**src/common/led_matrix_cfg.svh**
```systemverilog
`ifndef LED_MATRIX_CFG_SVH
`define LED_MATRIX_CFG_SVH

// Panel geometry for a 32x16 panel with 1:8 scan.
`define LM_COLS 32
`define LM_SCAN_ROWS 8

// Blanking reload value.
// Each blank phase lasts this value plus one cycles.
`define LM_BLANK_CYCLES 8'd32

// Host port is 16-bit words over 1K words.
`define LM_HOST_AW 10
`define LM_HOST_DW 16

// Pixel address is {half, row[2:0], col[4:0]}.
`define LM_PIX_AW 9

// Low bits select the row, high bits give the PWM level.
`define LM_PHASE_W 11

`endif

```
**src/common/led_matrix_pkg.sv**
```systemverilog
package led_matrix_pkg;

  // Scan sequencer states.
  typedef enum logic [2:0] {
    S_IDLE       = 3'b000,
    S_READ_UPPER = 3'b001,
    S_READ_LOWER = 3'b010,
    S_CLOCK      = 3'b011,
    S_LATCH      = 3'b100,
    S_BLANK_PRE  = 3'b101,
    S_BLANK_POST = 3'b111
  } scan_state_e;

  // One pixel as read from the frame buffer.
  // Host word 2p gives green and blue, word 2p+1 gives red in its low byte.
  typedef struct packed {
    logic [7:0] unused;
    logic [7:0] red;
    logic [7:0] green;
    logic [7:0] blue;
  } pixel_t;

endpackage

```
**src/scan/scan_controller.sv**
```systemverilog
`include "led_matrix_cfg.svh"

module scan_controller (
  input  logic                   clk,
  input  logic                   rst_n,
  output logic [`LM_PIX_AW-1:0]  pix_addr,
  input  led_matrix_pkg::pixel_t pix_data,
  output logic                   row_a,
  output logic                   row_b,
  output logic                   row_c,
  output logic [2:0]             rgb0,
  output logic [2:0]             rgb1,
  output logic                   rgb_clk,
  output logic                   rgb_stb,
  output logic                   oe_n
);

  localparam int COL_W = $clog2(`LM_COLS);
  localparam int ROW_W = $clog2(`LM_SCAN_ROWS);
  localparam int LVL_W = `LM_PHASE_W - ROW_W;
  localparam logic [COL_W-1:0] LAST_COL = COL_W'(`LM_COLS - 1);

  led_matrix_pkg::scan_state_e state;
  led_matrix_pkg::scan_state_e state_next;

  logic [COL_W-1:0]       col;
  logic [COL_W-1:0]       col_next;
  logic [`LM_PHASE_W-1:0] phase;
  logic [`LM_PHASE_W-1:0] phase_next;
  logic [7:0]             delay;
  logic [7:0]             delay_next;
  logic [2:0]             rgb0_next;
  logic [2:0]             rgb1_next;
  logic [ROW_W-1:0]       row;
  logic [ROW_W-1:0]       row_sel;
  logic [LVL_W-1:0]       level;
  logic [2:0]             pix_bits;

  assign row   = phase[ROW_W-1:0];
  assign level = phase[`LM_PHASE_W-1:ROW_W];

  // Upper half is addressed in S_IDLE, lower half in S_READ_UPPER.
  assign pix_addr = {state == led_matrix_pkg::S_READ_UPPER, row, col};

  // Plain PWM, a channel is lit while the level is below its value.
  assign pix_bits = {level < pix_data.red,
                     level < pix_data.green,
                     level < pix_data.blue};

  // The panel shows the row latched last, one behind the phase.
  assign row_sel = row - ROW_W'(1);
  assign row_a   = row_sel[0];
  assign row_b   = row_sel[1];
  assign row_c   = row_sel[2];

  assign rgb_clk = (state == led_matrix_pkg::S_CLOCK);
  assign rgb_stb = (state == led_matrix_pkg::S_LATCH);
  assign oe_n    = (state == led_matrix_pkg::S_BLANK_PRE) ||
                   (state == led_matrix_pkg::S_LATCH) ||
                   (state == led_matrix_pkg::S_BLANK_POST);

  always_comb begin
    state_next = state;
    col_next   = col;
    phase_next = phase;
    delay_next = delay;
    rgb0_next  = rgb0;
    rgb1_next  = rgb1;

    case (state)
      led_matrix_pkg::S_IDLE: begin
        state_next = led_matrix_pkg::S_READ_UPPER;
      end
      led_matrix_pkg::S_READ_UPPER: begin
        rgb0_next  = pix_bits;
        state_next = led_matrix_pkg::S_READ_LOWER;
      end
      led_matrix_pkg::S_READ_LOWER: begin
        rgb1_next  = pix_bits;
        state_next = led_matrix_pkg::S_CLOCK;
      end
      led_matrix_pkg::S_CLOCK: begin
        if (col == LAST_COL) begin
          col_next   = '0;
          delay_next = `LM_BLANK_CYCLES;
          state_next = led_matrix_pkg::S_BLANK_PRE;
        end else begin
          col_next   = col + COL_W'(1);
          state_next = led_matrix_pkg::S_IDLE;
        end
      end
      led_matrix_pkg::S_BLANK_PRE: begin
        if (delay == '0) begin
          state_next = led_matrix_pkg::S_LATCH;
        end else begin
          delay_next = delay - 8'd1;
        end
      end
      led_matrix_pkg::S_LATCH: begin
        // Next row, and a new PWM level once all rows are done.
        phase_next = phase + `LM_PHASE_W'(1);
        delay_next = `LM_BLANK_CYCLES;
        state_next = led_matrix_pkg::S_BLANK_POST;
      end
      led_matrix_pkg::S_BLANK_POST: begin
        if (delay == '0) begin
          state_next = led_matrix_pkg::S_IDLE;
        end else begin
          delay_next = delay - 8'd1;
        end
      end
      default: begin
        state_next = led_matrix_pkg::S_IDLE;
      end
    endcase
  end

  always_ff @(posedge clk or negedge rst_n) begin
    if (!rst_n) begin
      state <= led_matrix_pkg::S_IDLE;
      col   <= '0;
      phase <= '0;
      delay <= '0;
      rgb0  <= '0;
      rgb1  <= '0;
    end else begin
      state <= state_next;
      col   <= col_next;
      phase <= phase_next;
      delay <= delay_next;
      rgb0  <= rgb0_next;
      rgb1  <= rgb1_next;
    end
  end

  // Latching a row with the LEDs on would show a smeared line.
  // The row select moves in the cycle after the strobe, so that cycle stays dark too.
  a_stb_blanked: assert property (
    @(posedge clk) disable iff (!rst_n) (rgb_stb || $past(rgb_stb)) |-> oe_n
  ) else $error("scan_controller: oe_n low at or right after rgb_stb");

  // Shift clock has settled before the row is latched.
  a_clk_stb_excl: assert property (
    @(posedge clk) disable iff (!rst_n) rgb_stb |-> !rgb_clk && !$past(rgb_clk)
  ) else $error("scan_controller: rgb_clk at or right before rgb_stb");

  // Row select moves only right after a latch, inside the blanking window.
  a_row_after_stb: assert property (
    @(posedge clk) disable iff (!rst_n) !$stable(row_sel) |-> $past(rgb_stb)
  ) else $error("scan_controller: row select changed outside latch");

endmodule

```
**config.mk**
```make
export PLATFORM = sky130hd
export DESIGN_NAME = scan_controller
export DESIGN_NICKNAME = d
export VERILOG_FILES = /design/src/common/led_matrix_pkg.sv /design/src/scan/scan_controller.sv
export VERILOG_INCLUDE_DIRS = /design/src /design/src/common
export SDC_FILE = /design/constraint.sdc
export NUM_CORES = 1
export LEC_CHECK = 0
export ABC_AREA = 1
export BUFFER_PORTS_ARGS = -buffer_cell sky130_fd_sc_hd__clkbuf_2
export CAP_MARGIN = 20
export CORE_MARGIN = 10
export CORE_UTILIZATION = 56
export CTS_BUF_LIST = sky130_fd_sc_hd__clkbuf_2 sky130_fd_sc_hd__clkbuf_4 sky130_fd_sc_hd__clkbuf_8
export CTS_CLUSTER_DIAMETER = 60
export DETAILED_ROUTE_END_ITERATION = 8
export PLACE_DENSITY = 0.9
export SLEW_MARGIN = 20
export SYNTH_ARGS = -nofsm -noshare
export SYNTH_HDL_FRONTEND = slang
export SYNTH_SLANG_ARGS = --single-unit
```
**constraint.sdc**
```tcl
create_clock -name clk -period 2.15 [get_ports clk]
set_input_delay 0.3225 -clock clk [delete_from_list [all_inputs] [get_ports clk]]
set_output_delay 0.3225 -clock clk [all_outputs]
set_load 0.01 [all_outputs]
```
==> flow_metrics.tcl <==
set metrics [dict create \
    finalSetupTns_ps 0 \
    post_cts_buffers 0 \
    maximum_fanout_along_the_worst_path 13 \
    worst_setup_startpoint "state[1]$_DFFE_PN0P_" \
    floorplan.initialDensity 0.5888 \
    synthesis.area_sq_um 2406 \
    crit-reg2reg-launch "col[0]$_DFFE_PN0P_" \
    min_period_over_period 0.8355 \
    critical_path_class "flop to primary output" \
    period_minus_slack_ps 1796 \
    clock_path_buffers 2 \
    ys_dominant_reg_cell "dfrtp_1" \
    cts_repair_resize_count 0 \
    floorplan.rows 23 \
    boundaryPins 55 \
    nNetsFinal 431 \
    syn_avg_cell_area_sq_um 7.496 \
    timing.fmax_mhz 556.7 \
    synth_async_sr_flop_share 1.000 \
    grt_start_max_net_pins 34 \
    yosysWarningCount 0 \
    ctsHtreeMaxLevel 2 \
    grt-ovfl-total 0 \
    horiz_die_dim_um 85.55 \
    antenna_violations_before_repair 0 \
    antennaDiodeCount 0 \
    place.detailed.hpwl_um 3996 \
    synth.ff_latch_count 33 \
    clock_insertion_delay_worst_skew_ps 280 \
    route.vias.total 2107 \
    drc_violation_count_after_routing 0 \
    port-buffer-count 46 \
    endpoint_kind "primary output" \
    cap_violations 0 \
    critical_path_arrival_ps 1470 \
    power.leakage_nw 1.691 \
    synthesis.nets 382 \
    areaGrowthSynthToFinish_pct 14.40 \
    postCtsHoldBufs 0 \
    gate_count_after_technology_mapping 321 \
    tritoncts_num_sinks 33 \
    gpl_congestion 0.8192 \
    drive_above_1_share 0.1865 \
    maxSlewViolCount 0 \
    setup_viol_count_final 0 \
    power_density_nw_per_um2 424.9 \
    start_kind "flop" \
    detail_route.vias_per_cell 5.017 \
    wire_length_of_the_first_global_routing_pass_um 8832 \
    core_region_area_sq_um 4086 \
    fin_skew_ps 5.812 \
    globalRouteTotalUtil 0.1431 \
    design.die.area_sq_um 7318 \
    wl_um 5022 \
    synthDistinctLibCells 29 \
    route.antenna.remaining_nets 0 \
    timing.hold.worst.class "input pin to asynchronous set/reset pin" \
    first_pass_iters 4 \
    number_of_flops_mapped_to_enable_cells_by_yosys 0 \
    detail_route.iter0.violations 122 \
    total_power_mw 1.170 \
    grt_setup_unrepaired "no" \
    max_transition_margin 0.4715 \
    cp.required_ps 1830 \
    dp.cells 413 \
    drt-wirelength-per-cell_um 11.96 \
    status "finished, final reports clean" \
    die_h_um 85.55 \
    first_global_vias 2066 \
    clockRootBuffer "clkbuf_8" \
    instances_no_fill 420 \
    seq_area_frac_synth 0.3432 \
    final_hold_viol_count 0 \
    vdd_drop_max_uv 490.0 \
    fillerInstances 356 \
    clock_pin_slew_reported_for_the_worst_setup_and_hold_paths_after_clock_tree_synthesis_ps 70 \
    transition_time_at_the_pin_with_the_least_slew_margin_ps 792.8 \
    cts_inserted_buffers 5 \
    cts_tree "yes" \
]
-- synthesized netlist by cell type, types with 5 or more instances --
cell type | instances | area (sq um)
a21oi_1 | 9 | 45.04
dfrtp_1 | 33 | 825.8
ha_1 | 27 | 337.8
inv_1 | 61 | 229.0
nand2_1 | 93 | 349.1
nand2_4 | 5 | 56.30
nand3_1 | 22 | 110.1
nor2_1 | 22 | 82.58
nor3_1 | 6 | 30.03
o21ai_0 | 6 | 30.03
xor2_1 | 8 | 70.07
-- cells by family after synthesis --
kind of cell,Yosys count,share of synthesized area
xor gates and xnor gates,11,0.04004
and+or+nand+nor,163,0.3162
DFF,33,0.3432
adders and majority gates,27,0.1404
AOI/OAI and AO/OA,21,0.04836
buffers and inverters,66,0.1118
-- worst max-delay path, cell delays in order, from the launching register on --
cell	delay (ps)
dfrtp_1	450
inv_1	160
nand2_4	100
nor2_4	280
clkbuf_2	200
-- cell usage in the layout, fill, tap and decap left out, types with 3 or more instances in the layout --
cell type / instances
nand2_1: 93
ha_1: 27
o21ai_0: 6
a21oi_1: 9
clkbuf_2: 46
inv_1: 61
xor2_1: 8
clkbuf_8: 6
xnor2_1: 3
nand4_1: 3
dfrtp_1: 33
nand3_1: 22
nor2_1: 22
nor3_1: 6
nand2_4: 5
o21a_1: 3
-- path summary, 6_finish.rpt --
| path | endpoint | slack (ps) | cells past startpoint |
|---|---|---|---|
| worst min-delay path | delay[5]$_DFFE_PN0P_ | 110 | 1 |
| worst max-delay path | rgb_stb | 350 | 4 |
| max in group asynchronous | phase[1]$_DFFE_PN0P_ | 1530 | 1 |
| min in group clk | rgb0[2]$_DFFE_PN0P_ | 480 | 2 |
| worst min register to register | rgb0[2]$_DFFE_PN0P_ | 480 | 2 |
| worst max register to register | delay[1]$_DFFE_PN0P_ | 440 | 10 |
-- power breakdown --
part           switching [mW]  total (mW)  internal, mW
clock network           0.214       0.480         0.266
registers            0.000180       0.622         0.621
logic                  0.0383      0.0682        0.0299
-- sequential cells by signal (all words and copies together), names as in the netlist --
register / cells
col: 5
delay: 8
phase: 11
rgb0: 3
rgb1: 3
state: 3
-- metal layers --
layer	track usage	share of wire	vias to the layer above
met5	0	0	-
met4	0.04940	0.015	0
met3	0.05298	0.078	8
met2	0.2493	0.48	54
met1	0.1558	0.42	956
li1	-	-	1089
-- per-stage QoR --
stage | worst slack, ps | hold slack, ps | area [sq um] | util
2_1_floorplan | 542.9 | 26.91 | 2406 | -
3_3_place_gp | 504.8 | 448.0 | 2663 | 0.6516
3_5_place_dp | 431.6 | 450.1 | 2663 | 0.6516
4_1_cts | 344.7 | 142.2 | 2753 | 0.6736
5_1_grt | 264.5 | 177.0 | 2753 | 0.6736
6_report | 353.7 | 113.5 | 2753 | 0.6736
-- area by class of cell --
cell class	count	area, sq um	share of cell area
tap	50	62.56	0.02273
multi-input combinational	222	1311	0.4764
sequential	33	825.8	0.3000
clock buffer	7	90.09	0.03273
timing repair buffer	46	230.2	0.08364
inverter	62	232.7	0.08455
Power figures use the tool's default switching activity.
